--- config.mk ---
export PLATFORM = sky130hd
export DESIGN_NAME = trigger_pattern_top
export DESIGN_NICKNAME = d
export VERILOG_FILES = /design/src/design/trigger_pattern_pkg.sv /design/src/design/trigger_input.sv /design/src/design/self_trigger_timer.sv /design/src/design/pattern_sequencer.sv /design/src/design/word_serializer.sv /design/src/design/trigger_pattern_top.sv
export SDC_FILE = /design/constraint.sdc
export NUM_CORES = 1
export LEC_CHECK = 0
export BUFFER_PORTS_ARGS = -buffer_cell sky130_fd_sc_hd__buf_2
export CAP_MARGIN = 25
export CORE_MARGIN = 4
export CORE_UTILIZATION = 62
export CTS_CLUSTER_SIZE = 20
export DETAILED_ROUTE_END_ITERATION = 12
export GPL_ROUTABILITY_DRIVEN = 1
export PLACE_DENSITY = 0.83
export SLEW_MARGIN = 20
export SYNTH_ARGS = -nofsm -noshare
export SYNTH_HDL_FRONTEND = slang
export SYNTH_HIERARCHICAL = 1
export SYNTH_SLANG_ARGS = --single-unit
--- constraint.sdc ---
create_clock -name clock -period 3.75 [get_ports clock]
set_input_delay 0.1875 -clock clock [delete_from_list [all_inputs] [get_ports clock]]
set_output_delay 0.1875 -clock clock [all_outputs]
set_load 0.05 [all_outputs]
--- src/design/trigger_pattern_pkg.sv ---
`default_nettype none

package trigger_pattern_pkg;

	// bits per frame, sent MSB first
	localparam int WORD_WIDTH = 8;

	// width of the serializer bit counter
	localparam int BIT_COUNT_WIDTH = $clog2(WORD_WIDTH);

	// self-trigger period is 2**SELF_TRIGGER_LOG2 cycles
	localparam int SELF_TRIGGER_LOG2 = 6;

	typedef logic [WORD_WIDTH-1:0] pattern_word_t;

	typedef logic [1:0] pattern_index_t;

	// rotation order, index 0 first
	localparam pattern_word_t PATTERN_TABLE [0:3] = '{
		8'b11110000,
		8'b10000001,
		8'b10001000,
		8'b10101010
	};

	// from the input side to the sequencer
	typedef struct packed {
		logic ext_pulse;
		logic self_mode;
	} trigger_event_t;

	// from the sequencer to the serializer
	typedef struct packed {
		logic load;
		pattern_index_t index;
		pattern_word_t word;
	} frame_t;

endpackage

`default_nettype wire

--- src/design/trigger_input.sv ---
`timescale 1ns/1ps
`default_nettype none

module trigger_input (
	input logic clock,
	input logic reset1,
	input logic trigger_level,
	input logic self_mode_switch,
	output trigger_pattern_pkg::trigger_event_t trigger_event
);

	// synchronizer stages for the trigger
	logic trigger_meta;
	logic trigger_sync;
	// delayed copy for the rise detector
	logic trigger_last;
	logic ext_pulse_q;

	// synchronizer stages for the mode switch
	logic mode_meta;
	logic mode_sync;

	always_ff @(posedge clock) begin
		if (reset1) begin
			trigger_meta <= 1'b0;
			trigger_sync <= 1'b0;
			trigger_last <= 1'b0;
			ext_pulse_q <= 1'b0;
			mode_meta <= 1'b0;
			mode_sync <= 1'b0;
		end else begin
			trigger_meta <= trigger_level;
			trigger_sync <= trigger_meta;
			trigger_last <= trigger_sync;
			// one pulse per rise, a held level gives nothing more
			ext_pulse_q <= trigger_sync & ~trigger_last;
			mode_meta <= self_mode_switch;
			mode_sync <= mode_meta;
		end
	end

	assign trigger_event = '{
		ext_pulse: ext_pulse_q,
		self_mode: mode_sync
	};

	// edge detector output is a single-cycle strobe
	assert property (@(posedge clock) disable iff (reset1)
		ext_pulse_q |=> !ext_pulse_q)
	else $error("ext_pulse high in two consecutive cycles");

endmodule

`default_nettype wire

--- src/design/self_trigger_timer.sv ---
`timescale 1ns/1ps
`default_nettype none

module self_trigger_timer (
	input logic clock,
	input logic reset1,
	output logic self_pulse
);

	import trigger_pattern_pkg::*;

	// free-running period counter
	logic [SELF_TRIGGER_LOG2-1:0] count;
	// counter sits at its last value and wraps on the next edge
	logic wrap;

	assign wrap = &count;

	always_ff @(posedge clock) begin
		if (reset1) begin
			count <= '0;
		end else begin
			count <= count + 1'b1;
		end
	end

	// first pulse one full period after reset
	always_ff @(posedge clock) begin
		if (reset1) begin
			self_pulse <= 1'b0;
		end else begin
			self_pulse <= wrap;
		end
	end

endmodule

`default_nettype wire

--- src/design/pattern_sequencer.sv ---
`timescale 1ns/1ps
`default_nettype none

module pattern_sequencer (
	input logic clock,
	input logic reset1,
	input trigger_pattern_pkg::trigger_event_t trigger_event,
	input logic self_pulse,
	input logic busy,
	output trigger_pattern_pkg::frame_t frame,
	output logic sync_flag
);

	import trigger_pattern_pkg::*;

	logic selected_pulse;
	logic accept;

	// frame request and sync state
	logic load_q;
	logic sync_q;
	// index of the next frame to send
	pattern_index_t next_index;

	// frame payload
	pattern_index_t frame_index;
	pattern_word_t frame_word;

	// self mode ignores the external trigger entirely
	assign selected_pulse = trigger_event.self_mode ? self_pulse : trigger_event.ext_pulse;

	// the load cycle itself counts as busy, busy only rises a cycle later
	assign accept = selected_pulse & ~busy & ~load_q;

	always_ff @(posedge clock) begin
		if (reset1) begin
			load_q <= 1'b0;
			sync_q <= 1'b0;
			next_index <= '0;
		end else begin
			load_q <= accept;
			if (accept) begin
				next_index <= next_index + 1'b1;
				// sync marks the start of a rotation
				if (next_index == 2'd0) begin
					sync_q <= 1'b1;
				end else if (next_index == 2'd1) begin
					sync_q <= 1'b0;
				end
			end
		end
	end

	always_ff @(posedge clock) begin
		if (accept) begin
			frame_index <= next_index;
			frame_word <= PATTERN_TABLE[next_index];
		end
	end

	assign frame = '{
		load: load_q,
		index: frame_index,
		word: frame_word
	};

	assign sync_flag = sync_q;

	// dropped triggers must not advance the rotation
	assert property (@(posedge clock) disable iff (reset1)
		$changed(next_index) |-> frame.load)
	else $error("pattern index changed without a load");

	// serializer never sees a load mid-frame
	assert property (@(posedge clock) disable iff (reset1)
		frame.load |-> !busy)
	else $error("load issued while serializer busy");

endmodule

`default_nettype wire

--- src/design/word_serializer.sv ---
`timescale 1ns/1ps
`default_nettype none

module word_serializer (
	input logic clock,
	input logic reset1,
	input trigger_pattern_pkg::frame_t frame,
	output logic busy,
	output logic serial_out,
	output trigger_pattern_pkg::pattern_word_t pattern_leds
);

	import trigger_pattern_pkg::*;

	localparam logic [BIT_COUNT_WIDTH-1:0] LAST_BIT = BIT_COUNT_WIDTH'(WORD_WIDTH - 1);

	// outgoing word, MSB at the top
	pattern_word_t shift_q;
	// last loaded word shown on the LEDs
	pattern_word_t leds_q;
	logic [BIT_COUNT_WIDTH-1:0] bit_count;
	logic busy_q;

	always_ff @(posedge clock) begin
		if (reset1) begin
			busy_q <= 1'b0;
			bit_count <= '0;
			leds_q <= '0;
		end else if (frame.load) begin
			busy_q <= 1'b1;
			bit_count <= '0;
			leds_q <= frame.word;
		end else if (busy_q) begin
			bit_count <= bit_count + 1'b1;
			// last bit on the line this cycle
			if (bit_count == LAST_BIT) begin
				busy_q <= 1'b0;
			end
		end
	end

	// shift left with zero fill
	always_ff @(posedge clock) begin
		if (frame.load) begin
			shift_q <= frame.word;
		end else if (busy_q) begin
			shift_q <= {shift_q[WORD_WIDTH-2:0], 1'b0};
		end
	end

	// line idles low between frames
	assign serial_out = busy_q & shift_q[WORD_WIDTH-1];
	assign busy = busy_q;
	assign pattern_leds = leds_q;

	// one full word per load, then idle
	assert property (@(posedge clock) disable iff (reset1)
		frame.load |=> busy_q [*WORD_WIDTH] ##1 !busy_q)
	else $error("busy length differs from WORD_WIDTH");

endmodule

`default_nettype wire

--- src/design/trigger_pattern_top.sv ---
`timescale 1ns/1ps
`default_nettype none

module trigger_pattern_top (
	input logic clock,
	input logic reset1,
	input logic trigger_level,
	input logic self_mode_switch,
	output logic serial_out,
	output logic frame_active,
	output logic sync_flag,
	output trigger_pattern_pkg::pattern_word_t pattern_leds
);

	import trigger_pattern_pkg::*;

	trigger_event_t trigger_event;
	logic self_pulse;
	frame_t frame;
	// serializer back-pressure
	logic busy;

	// input side
	trigger_input trigger_input_inst (
		.clock(clock),
		.reset1(reset1),
		.trigger_level(trigger_level),
		.self_mode_switch(self_mode_switch),
		.trigger_event(trigger_event)
	);

	self_trigger_timer self_trigger_timer_inst (
		.clock(clock),
		.reset1(reset1),
		.self_pulse(self_pulse)
	);

	// pattern rotation and sync
	pattern_sequencer pattern_sequencer_inst (
		.clock(clock),
		.reset1(reset1),
		.trigger_event(trigger_event),
		.self_pulse(self_pulse),
		.busy(busy),
		.frame(frame),
		.sync_flag(sync_flag)
	);

	// output side
	word_serializer word_serializer_inst (
		.clock(clock),
		.reset1(reset1),
		.frame(frame),
		.busy(busy),
		.serial_out(serial_out),
		.pattern_leds(pattern_leds)
	);

	// a frame is on the line exactly while the serializer is busy
	assign frame_active = busy;

endmodule

`default_nettype wire

Yosys cells after proc, flatten, opt, wreduce, memory -nomap -nowiden

Cells that the tools add are included.

Magnitude comparators: 1
Divide/modulo/power cells: 0
Multiply operators: 0
Equality and inequality tests: 2
Shift-type cells: 0
Mux-type cells: 11
Reduce and logical (&&, ||, !) cells: 6
Bitwise logic cells: 8
Add/subtract/negate cells: 3

Operator list:

| operator                                                  | count |
|---|---|
| two-way mux 8 bit                                         | 4 |
| binary-select mux 8 bit (select 2 bit)                    | 1 |
| adder 6 x 1 -> 6 bit (second input constant)              | 1 |
| two-way mux 1 bit                                         | 6 |
| AND reduction 6 bit                                       | 1 |
| bitwise AND 1 bit                                         | 4 |
| nonzero test 2 bit                                        | 2 |
| adder 3 x 1 -> 3 bit (second input constant)              | 1 |
| == test 3 bit (second input constant)                     | 1 |
| greater-or-equal comparator 3 bit (second input constant) | 1 |
| NOT 1 bit                                                 | 3 |
| NOT 2 -> 3 bit                                            | 1 |
| adder 2 x 1 -> 2 bit (second input constant)              | 1 |
| == test 2 x 1 -> 1 bit (second input constant)            | 1 |
| zero test 2 bit                                           | 1 |
| AND reduction 2 bit                                       | 1 |
| OR reduction 2 bit                                        | 1 |

Bits in read-only memories: 0
Register bits: 45
Logic and storage cells: 47
Bits of input ports: 4
Memories kept: 0
Bits in latches: 0
Memory bits (writable): 0

Longest topological paths before layout

Gate-level depths: netlist of the first run.

Word-level depth: 4
Depth in mapped cells: 5

By module

The synthesis of the first run kept the hierarchy.

Modules (own cells, without submodules):

| module             | area an instance (µm²) | cells an instance | instances | sequential area each (µm²) |
|---|---|---|---|---|
| word_serializer    | 807.0                  | 76                | 1         | 480.5 |
| pattern_sequencer  | 456.7                  | 38                | 1         | 260.2 |
| self_trigger_timer | 257.7                  | 25                | 1         | 140.1 |
| trigger_input      | 178.9                  | 14                | 1         | 120.1 |

Worst setup path before layout of the first run

No wires, ideal clock.

Kind: reg2out
Start point: register word_serializer_inst.busy_q (netlist: word_serializer_inst/busy)
End point: output serial_out
Arrival: 1,368 ps
Slack: 2,195 ps
Data required time: 3,562 ps
Cell stages (with the launch flop): 3
Buffers on the path: 1
Path through: dfxtp_1 -> clkbuf_2 -> and2_1

Longest elaborated chain between the ends: 1

Ends and longest elaborated chain:

| what                   | line                     | RTL |
|---|---|---|
| start, declared        | word_serializer.sv:22    | `logic busy_q;` |
| start signal, assigned | word_serializer.sv:26    | `busy_q <= 1'b0;` |
| start signal, assigned | word_serializer.sv:30    | `busy_q <= 1'b1;` |
| start signal, assigned | word_serializer.sv:37    | `busy_q <= 1'b0;` |
| bitwise AND 1 bit      | word_serializer.sv:52    | `assign serial_out = busy_q & shift_q[WORD_WIDTH-1];` |
| end, declared          | trigger_pattern_top.sv:9 | `output logic serial_out,` |

No other way between the ends.

Worst setup path in the final report of the first run

Start point: register pattern_sequencer_inst.load_q
End point: register pattern_sequencer_inst.frame_word[3] (enable)

Longest elaborated chain between the ends: 2

Ends and longest elaborated chain:

| what                              | line                    | RTL |
|---|---|---|
| start, declared                   | pattern_sequencer.sv:20 | `logic load_q;` |
| start signal, assigned            | pattern_sequencer.sv:41 | `load_q <= accept;` |
| NOT 1 bit                         | pattern_sequencer.sv:33 | `assign accept = selected_pulse & ~busy & ~load_q;` |
| bitwise AND 1 bit                 | pattern_sequencer.sv:33 |  |
| via pattern_sequencer_inst.accept | pattern_sequencer.sv:17 | `logic accept;` |
| end signal, assigned              | pattern_sequencer.sv:57 | `frame_word <= PATTERN_TABLE[next_index];` |
| end, declared                     | pattern_sequencer.sv:27 | `pattern_word_t frame_word;` |

The timed path passes the listed nets, and every way through them passes these cells.
A chain may end at the register's enable or synchronous reset.

==> run_results.csv, run 1 <==
group,metric,value,unit
final_layout,final_net_count,171,
worst_setup_path,critical_path_buf_inv_count,0,
timing,worst_pin_slew,0.833,ns
worst_setup_path,cp.required,3.72,ns
clock_network,cts_resized,0,
timing,max_freq,567,MHz
final_layout,fillers,193,
routing,viasPerCell,5.07,
clock_network,clockRootBuffer,"clkbuf_4",
global_routing,grt_pass1_vias,958,
worst_setup_path,path_cells,"nor3_1",
routing,vias,973,
yosys,ys_warn_count,6,
timing,slew_violations,0,
clock_network,insertion_delay,0.34,ns
placed_design,dpl_cell_area,0.00168,sq mm
floorplan,chipHeight,59.8,um
worst_setup_path,end_kind,"flip-flop",
worst_setup_path,critPathSlowestCell,"nor3_1",
floorplan,io_pins,15,
floorplan,die_area,0.00357,sq mm
global_routing,grt_pass1_wl,3.91,mm
global_routing,grt.met2_usage,0.256,
floorplan,core_area,0.00252,sq mm
placed_design,gp_congestion,0.733,
yosys,syn_inst,151,
worst_setup_path,cp.arrival,1.74,ns
routing,drc_errors,0,
clock_network,cts_hold_buf,0,
yosys,netlist_area,0.00166,sq mm
global_routing,met1_usage,0.163,
timing,finalSetupTns,0,ns
final_layout,drive_gt1_frac,0.148,
routing,ant_nets,0,
placed_design,dp_hpwl,1.64,mm
hold_path,min_path_type,"primary input to flip-flop",
yosys,syn_area_per_cell,11.0,sq um
routing,first_pass_iters,4,
timing,rsz0062_at_grt,"no",
routing,wl_per_cell,12.2,um
timing,finalCritPeriodShare,0.470,
clock_network,cts_tree,"built",
final_layout,layout_commonest_cell,"dfxtp_1",
timing,fin_skew,0.00694,ns
clock_network,numCtsBuffers,5,
global_routing,grt-ovfl-total,0,
clock_network,clockBufferDepth,2,
worst_setup_path,start_kind,"flip-flop",
final_layout,fin_area,0.00173,sq mm
status,status,"finished, final reports clean",
clock_network,htreeDepth,2,
yosys,synth_fp_nets,161,
floorplan,die_x,59.8,um
timing,setup_violations,0,
global_routing,grt_max_degree,32,
global_routing,grt_usage,0.150,
worst_setup_path,slowest_delay,0.80,ns
global_routing,busiest_layer,"met2",
routing,first_iter_violations,9,
clock_network,clkSinkCount,42,
pwr,leakage,0.670,nW
clock_network,clk_pin_slew_worst_paths,0.11,ns
routing,drt_wl_total,2.34,mm
pwr,powerDensity,414,mW/mm^2
floorplan,initial_core_util,0.659,
pwr,ir_worst_vdd,0.000352,V
job,maxCapViolCount,0,
floorplan,num_rows,18,
global_routing,antenna_found_initial,0,
timing,max_slew_margin,0.441,
timing,final_hold_viol_count,0,
worst_setup_path,critPathTopFamily,"simple AND/OR/NAND/NOR gates",
clock_network,post_cts_buffers,0,
worst_setup_path,path_class,"flip-flop to flip-flop",
placed_design,port_buffers,14,
final_layout,n_antenna_cell,0,
final_layout,mostFrequentLayoutCells,"dfxtp_1 (29), buf_2 (14), inv_1 (13), edfxtp_1 (13), nand2b_1 (10)",
worst_setup_path,cp_max_fo,31,
global_routing,grt_use_met3,0.0648,
final_layout,syn_to_final_growth,4.06,%
timing,min_period,1.76,ns
==> layer usage <==
layer | up-vias | routed length, um
met2 | 16 | 1170
met5 | - | 0
li1 | 509 | -
met1 | 442 | 1010
met3 | 6 | 113
met4 | 0 | 42
==> through the flow <==
stage	util	cells	total power, mW	hold slack [ns]	setup WS (ns)
global placement	0.667	184	0.525	0.394	2.08
floorplan	-	151	0.520	0.250	2.19
global route	0.686	192	0.753	0.0694	1.82
finish	0.686	192	0.717	0.0628	1.99
detailed placement	0.667	184	0.528	0.405	2.01
CTS	0.686	192	0.727	0.0488	1.99
==> path summary, 6_finish.rpt <==
kind,from,endpoint,slack (ns),depth (start not counted)
max,pattern_sequencer_inst/load_q,pattern_sequencer_inst/frame_word[3],1.99,1
min,self_mode_switch,trigger_input_inst/mode_meta,0.06,2
max reg2reg,pattern_sequencer_inst/load_q,pattern_sequencer_inst/frame_word[3],1.99,1
min reg2reg,trigger_input_inst/trigger_last,trigger_input_inst/ext_pulse_q,0.42,1
==> registers in the layout, indices dropped and copies added (netlist names), 2 cells and up <==
signal,count
pattern_sequencer_inst/frame_word,5
pattern_sequencer_inst/next_index,2
word_serializer_inst/bit_count,3
word_serializer_inst/pattern_leds,8
self_trigger_timer_inst/count,6
word_serializer_inst/shift_q,8
==> where the power goes <==
part | switching, mW | internal (mW) | leakage (nW)
clock network | 0.125 | 0.0748 | 0.0265
logic | 0.0203 | 0.0119 | 0.291
registers | 0.00715 | 0.477 | 0.353
total | 0.153 | 0.564 | 0.670
==> layout make-up <==
type	count	area (sq um)	share of cell area
Multi-Input combinational cell	85	554	0.320
Inverter	13	48.8	0.0282
Tap cell	30	37.5	0.0217
Sequential cell	42	971	0.561
Timing Repair Buffer	14	70.1	0.0405
Clock buffer	8	48.8	0.0282
Power figures use the tool's default switching activity.
==> inputs of run 2 (changes only) <==
--- a/config.mk
+++ b/config.mk
@@ -8,11 +8,11 @@
 export BUFFER_PORTS_ARGS = -buffer_cell sky130_fd_sc_hd__buf_2
 export CAP_MARGIN = 25
 export CORE_MARGIN = 4
-export CORE_UTILIZATION = 62
+export CORE_UTILIZATION = 52
 export CTS_CLUSTER_SIZE = 20
 export DETAILED_ROUTE_END_ITERATION = 12
 export GPL_ROUTABILITY_DRIVEN = 1
-export PLACE_DENSITY = 0.83
+export PLACE_DENSITY = 0.74
 export SLEW_MARGIN = 20
 export SYNTH_ARGS = -nofsm -noshare
 export SYNTH_HDL_FRONTEND = slang
==> constraint.sdc (replaced) <==
create_clock -name clock -period 1.6 [get_ports clock]
set_input_delay 0.08 -clock clock [delete_from_list [all_inputs] [get_ports clock]]
set_output_delay 0.08 -clock clock [all_outputs]
set_load 0.05 [all_outputs]
==> run 2 against run 1 <==
Cell count is 9.9% higher. Via count is 1.5% higher. Clock skew is 0.0021 ns higher. Highest routed layer unchanged. Register-to-register slack worse by 1.7 ns. Worst hold slack better by 0.058 ns. Sequential power is 130% higher. Sequential share of layout area is 2.7 points lower. Utilization is 9.1 points lower. Critical path type is now flip-flop to output port.
==> run_results.csv, run 2 (synthesis results as in run 1) <==
group,metric,value,unit
clock_network,clockBufferDepth,2,
timing,setup_violations,0,
final_layout,fillers,278,
routing,drc_errors,0,
placed_design,gp_congestion,0.759,
worst_setup_path,critPathTopFamily,"buffers and inverters",
floorplan,num_rows,20,
worst_setup_path,cp_max_fo,9,
global_routing,grt-ovfl-total,0,
clock_network,clockRootBuffer,"clkbuf_4",
worst_setup_path,path_class,"flip-flop to output port",
timing,min_period,1.33,ns
worst_setup_path,critical_path_buf_inv_count,2,
pwr,powerDensity,989,mW/mm^2
timing,max_freq,750,MHz
final_layout,syn_to_final_growth,9.25,%
timing,fin_skew,0.00903,ns
floorplan,io_pins,15,
worst_setup_path,path_cells,"buf_4 > and2_1 > buf_2",
timing,finalCritPeriodShare,0.834,
floorplan,die_x,64.6,um
final_layout,fin_cells,211,
status,status,"finished, final reports clean",
routing,first_iter_violations,71,
routing,wl_per_cell,10.5,um
final_layout,final_net_count,176,
worst_setup_path,cp.required,1.52,ns
timing,rsz0062_at_grt,"no",
clock_network,clkSinkCount,42,
timing,final_hold_viol_count,0,
clock_network,htreeDepth,2,
routing,drt_wl_total,2.22,mm
worst_setup_path,cp.arrival,1.25,ns
routing,vias,988,
pwr,leakage,0.710,nW
final_layout,n_antenna_cell,0,
floorplan,core_area,0.00305,sq mm
global_routing,grt_pass1_wl,3.98,mm
pwr,ir_worst_vdd,0.000572,V
timing,slew_violations,0,
global_routing,grt_pass1_vias,925,
clock_network,clk_pin_slew_worst_paths,0.11,ns
global_routing,grt_max_degree,31,
final_layout,drive_gt1_frac,0.174,
placed_design,port_buffers,14,
timing,finalSetupTns,0,ns
floorplan,initial_core_util,0.545,
worst_setup_path,end_kind,"output port",
floorplan,chipHeight,64.6,um
global_routing,antenna_found_initial,0,
clock_network,cts_tree,"built",
placed_design,dp_hpwl,1.51,mm
final_layout,layout_commonest_cell,"dfxtp_1",
placed_design,dp_cells,201,
clock_network,insertion_delay,0.34,ns
placed_design,pre_cts_slack,0.159,ns
worst_setup_path,critPathSlowestCell,"dfxtp_1",
global_routing,grt_usage,0.127,
worst_setup_path,slowest_delay,0.37,ns
routing,ant_nets,0,
timing,setup_slack,0.266,ns
clock_network,post_cts_buffers,0,
routing,first_pass_iters,3,
final_layout,mostFrequentLayoutCells,"dfxtp_1 (29), buf_2 (14), inv_1 (13), edfxtp_1 (13), nand2b_1 (10)",
job,maxCapViolCount,0,
hold_path,min_path_type,"primary input to flip-flop",
floorplan,die_area,0.00417,sq mm
clock_network,numCtsBuffers,5,
routing,viasPerCell,4.68,
worst_setup_path,start_kind,"flip-flop",
==> run 2: changes by cell type in the layout (fill, tap and decap cells not counted) <==
cell,delta
nor3_2,+1
nor3_1,-1
dlygate4sd3_1,+2
clkbuf_16,+1
clkbuf_1,-1
buf_4,+3
==> run 2: what timing repair did <==
action	CTS	global route
gates resized for setup	0	1
endpoints found under the hold margin	2	0
hold buffers	2	0
endpoints found under the setup margin	0	6
==> run 2: final cells by class <==
type / instances / area [sq um] / area share
inverters: 13 / 48.8 / 0.0269
multi-input cells: 85 / 559 / 0.308
clock buffers: 8 / 70.1 / 0.0386
well taps: 44 / 55.1 / 0.0303
flip-flops and latches: 42 / 971 / 0.534
repair buffers: 19 / 113 / 0.0620
==> run 2: final timing paths <==
kind | from | end | slack, ns | cells past startpoint
worst max register to register | pattern_sequencer_inst/load_q | word_serializer_inst/shift_q[6] | 0.30 | 2
worst min-delay path | reset1 | self_trigger_timer_inst/count[0] | 0.12 | 2
worst max-delay path | word_serializer_inst/busy | serial_out | 0.27 | 3
worst min register to register | trigger_input_inst/trigger_last | trigger_input_inst/ext_pulse_q | 0.42 | 1
==> run 2: power by group <==
group,switching [mW],internal [mW],leakage (nW)
Sequential,0.0134,1.12,0.353
Combinational,0.0514,0.0334,0.319
Clock,0.311,0.269,0.0377
Total,0.376,1.42,0.710
==> run 2: through the flow <==
step / power (mW) / instance area [sq um] / util / hold WS, ns
after floorplan: 1.22 / 1660 / - / 0.142
after global placement: 1.23 / 1720 / 0.564 / 0.294
after detailed placement: 1.24 / 1720 / 0.564 / 0.298
after CTS: 1.82 / 1810 / 0.593 / 0.119
after global routing: 1.89 / 1820 / 0.595 / 0.134
final: 1.80 / 1820 / 0.595 / 0.121
==> run 2: per-layer routing <==
| layer | track usage | vias to the layer above | routed length (um) |
|---|---|---|---|
| met5 | 0 | - | 0 |
| met4 | 0.0633 | 0 | 52 |
| met3 | 0.0572 | 6 | 121 |
| met2 | 0.209 | 15 | 1060 |
| met1 | 0.137 | 446 | 993 |
| li1 | - | 521 | - |
==> inputs of run 3 (changes only) <==
--- a/config.mk
+++ b/config.mk
@@ -8,11 +8,11 @@
 export BUFFER_PORTS_ARGS = -buffer_cell sky130_fd_sc_hd__buf_2
 export CAP_MARGIN = 25
 export CORE_MARGIN = 4
-export CORE_UTILIZATION = 52
+export CORE_UTILIZATION = 57
 export CTS_CLUSTER_SIZE = 20
 export DETAILED_ROUTE_END_ITERATION = 12
 export GPL_ROUTABILITY_DRIVEN = 1
-export PLACE_DENSITY = 0.74
+export PLACE_DENSITY = 0.77
 export SLEW_MARGIN = 20
 export SYNTH_ARGS = -nofsm -noshare
 export SYNTH_HDL_FRONTEND = slang
==> constraint.sdc (replaced) <==
create_clock -name clock -period 1.4 [get_ports clock]
set_input_delay 0.07 -clock clock [delete_from_list [all_inputs] [get_ports clock]]
set_output_delay 0.07 -clock clock [all_outputs]
set_load 0.05 [all_outputs]
==> run 3 against run 2 <==
Sequential power rose by 14%. Global-route usage grew 1.7 points. Worst hold slack improved by 0.041 ns.
==> run_results.csv, run 3 (synthesis results as in run 1) <==
group,metric,value,unit
clock_network,clk_pin_slew_worst_paths,0.11,ns
global_routing,antenna_found_initial,0,
timing,finalSetupTns,0,ns
status,status,"finished, final reports clean",
placed_design,dp_hpwl,1.57,mm
global_routing,grt_pass1_wl,3.86,mm
timing,whs,0.162,ns
timing,min_period,1.27,ns
final_layout,n_antenna_cell,0,
routing,drc_errors,0,
global_routing,grt_pass1_vias,901,
job,maxCapViolCount,0,
final_layout,final_net_count,176,
final_layout,syn_to_final_growth,8.65,%
worst_setup_path,critical_path_buf_inv_count,2,
floorplan,core_area,0.00278,sq mm
timing,slew_violations,0,
final_layout,fin_area,0.00181,sq mm
worst_setup_path,end_kind,"output port",
floorplan,initial_core_util,0.598,
global_routing,grt_usage,0.143,
final_layout,mostFrequentLayoutCells,"dfxtp_1 (28), buf_2 (13), inv_1 (13), edfxtp_1 (13), nand2b_1 (10)",
timing,worst_pin_slew,0.524,ns
global_routing,grt-ovfl-total,0,
worst_setup_path,path_class,"flip-flop to output port",
pwr,powerDensity,1140,mW/mm^2
timing,final_hold_viol_count,0,
clock_network,clockBufferDepth,2,
timing,rsz0062_at_grt,"no",
floorplan,die_area,0.00385,sq mm
worst_setup_path,path_cells,"buf_4 > and2_1 > clkbuf_4",
pwr,leakage,0.710,nW
routing,viasPerCell,4.98,
global_routing,grt_max_degree,32,
routing,wl_per_cell,11.4,um
clock_network,clkSinkCount,42,
timing,fin_skew,0.00753,ns
placed_design,dp_cells,188,
worst_setup_path,start_kind,"flip-flop",
final_layout,layout_commonest_cell,"dfxtp_1",
routing,drt_wl_total,2.26,mm
routing,first_pass_iters,4,
clock_network,htreeDepth,2,
pwr,ir_worst_vdd,0.000987,V
timing,max_freq,786,MHz
worst_setup_path,slowest_delay,0.35,ns
hold_path,min_path_type,"primary input to flip-flop",
clock_network,insertion_delay,0.34,ns
timing,setup_violations,0,
worst_setup_path,critPathTopFamily,"buffers and inverters",
worst_setup_path,critPathSlowestCell,"dfxtp_2",
placed_design,dpl_cell_area,0.00171,sq mm
routing,vias,986,
floorplan,chipHeight,62.0,um
final_layout,drive_gt1_frac,0.186,
clock_network,clockRootBuffer,"clkbuf_4",
worst_setup_path,cp_max_fo,9,
routing,ant_nets,0,
placed_design,gp_congestion,0.739,
floorplan,num_rows,19,
final_layout,fin_cells,198,
clock_network,numCtsBuffers,5,
clock_network,post_cts_buffers,0,
worst_setup_path,cp.required,1.33,ns
worst_setup_path,cp.arrival,1.20,ns
floorplan,io_pins,15,
placed_design,port_buffers,14,
timing,finalCritPeriodShare,0.909,
routing,first_iter_violations,68,
timing,max_slew_margin,0.650,
clock_network,cts_tree,"built",
floorplan,die_x,62.0,um
[run 3: cell count changes in the layout (fill, tap and decap cells not counted), sizes merged]
cell    before  now
clkbuf       8    9
buf         17   16
[run 3: worst register-to-register path, delay by kind of cell, from the launching register on]
family	cells	cell delay, ns
multiplexers	1	0.15
flip-flops	1	0.34
AND/OR/NAND/NOR	1	0.40
[run 3: metrics by stage]
step	setup WS, ns	utilization	power (mW)
after CTS	0.0675	0.648	2.08
final	0.128	0.650	2.06
after detailed placement	-0.0745	0.614	1.42
after global placement	-0.000696	0.614	1.41
after global routing	0.0294	0.650	2.15
after floorplan	0.00327	-	1.39
[run 3: final timing paths]
| path | cells after the start | slack [ns] | end | start |
|---|---|---|---|---|
| max reg2reg | 2 | 0.17 | pattern_sequencer_inst/frame_word[5] | trigger_input_inst/mode_sync |
| min reg2reg | 1 | 0.41 | trigger_input_inst/ext_pulse_q | trigger_input_inst/trigger_last |
| min | 2 | 0.16 | self_trigger_timer_inst/count[0] | reset1 |
| max | 3 | 0.13 | serial_out | word_serializer_inst/busy |
[run 3: report_power, final]
group / internal [mW] / switching, mW / leakage [nW]
clock: 0.307 / 0.358 / 0.0377
combinational: 0.0389 / 0.0592 / 0.319
sequential: 1.28 / 0.0150 / 0.354
[run 3: final cells by class]
type | instances | area [sq um]
Clock buffer | 8 | 70.1
Fill cell | 240 | 975
Inverter | 13 | 48.8
Multi-Input combinational cell | 85 | 562
Sequential cell | 42 | 972
Tap cell | 31 | 38.8
Timing Repair Buffer | 19 | 115
[run 3: layer usage]
layer / GRT usage / vias to the layer above / routed length, um
met1: 0.161 / 440 / 992
met3: 0.0620 / 7 / 120
met4: 0.0727 / 0 / 48
li1: - / 519 / -
met5: 0 / - / 0
met2: 0.231 / 20 / 1100
[run 3: repair_timing]
| action | CTS | global route |
|---|---|---|
| gates resized for setup | 1 | 2 |
| setup endpoints to repair | 6 | 8 |
| hold buffers | 2 | 0 |
| cloned | 0 | 0 |
| hold endpoints to repair | 2 | 0 |
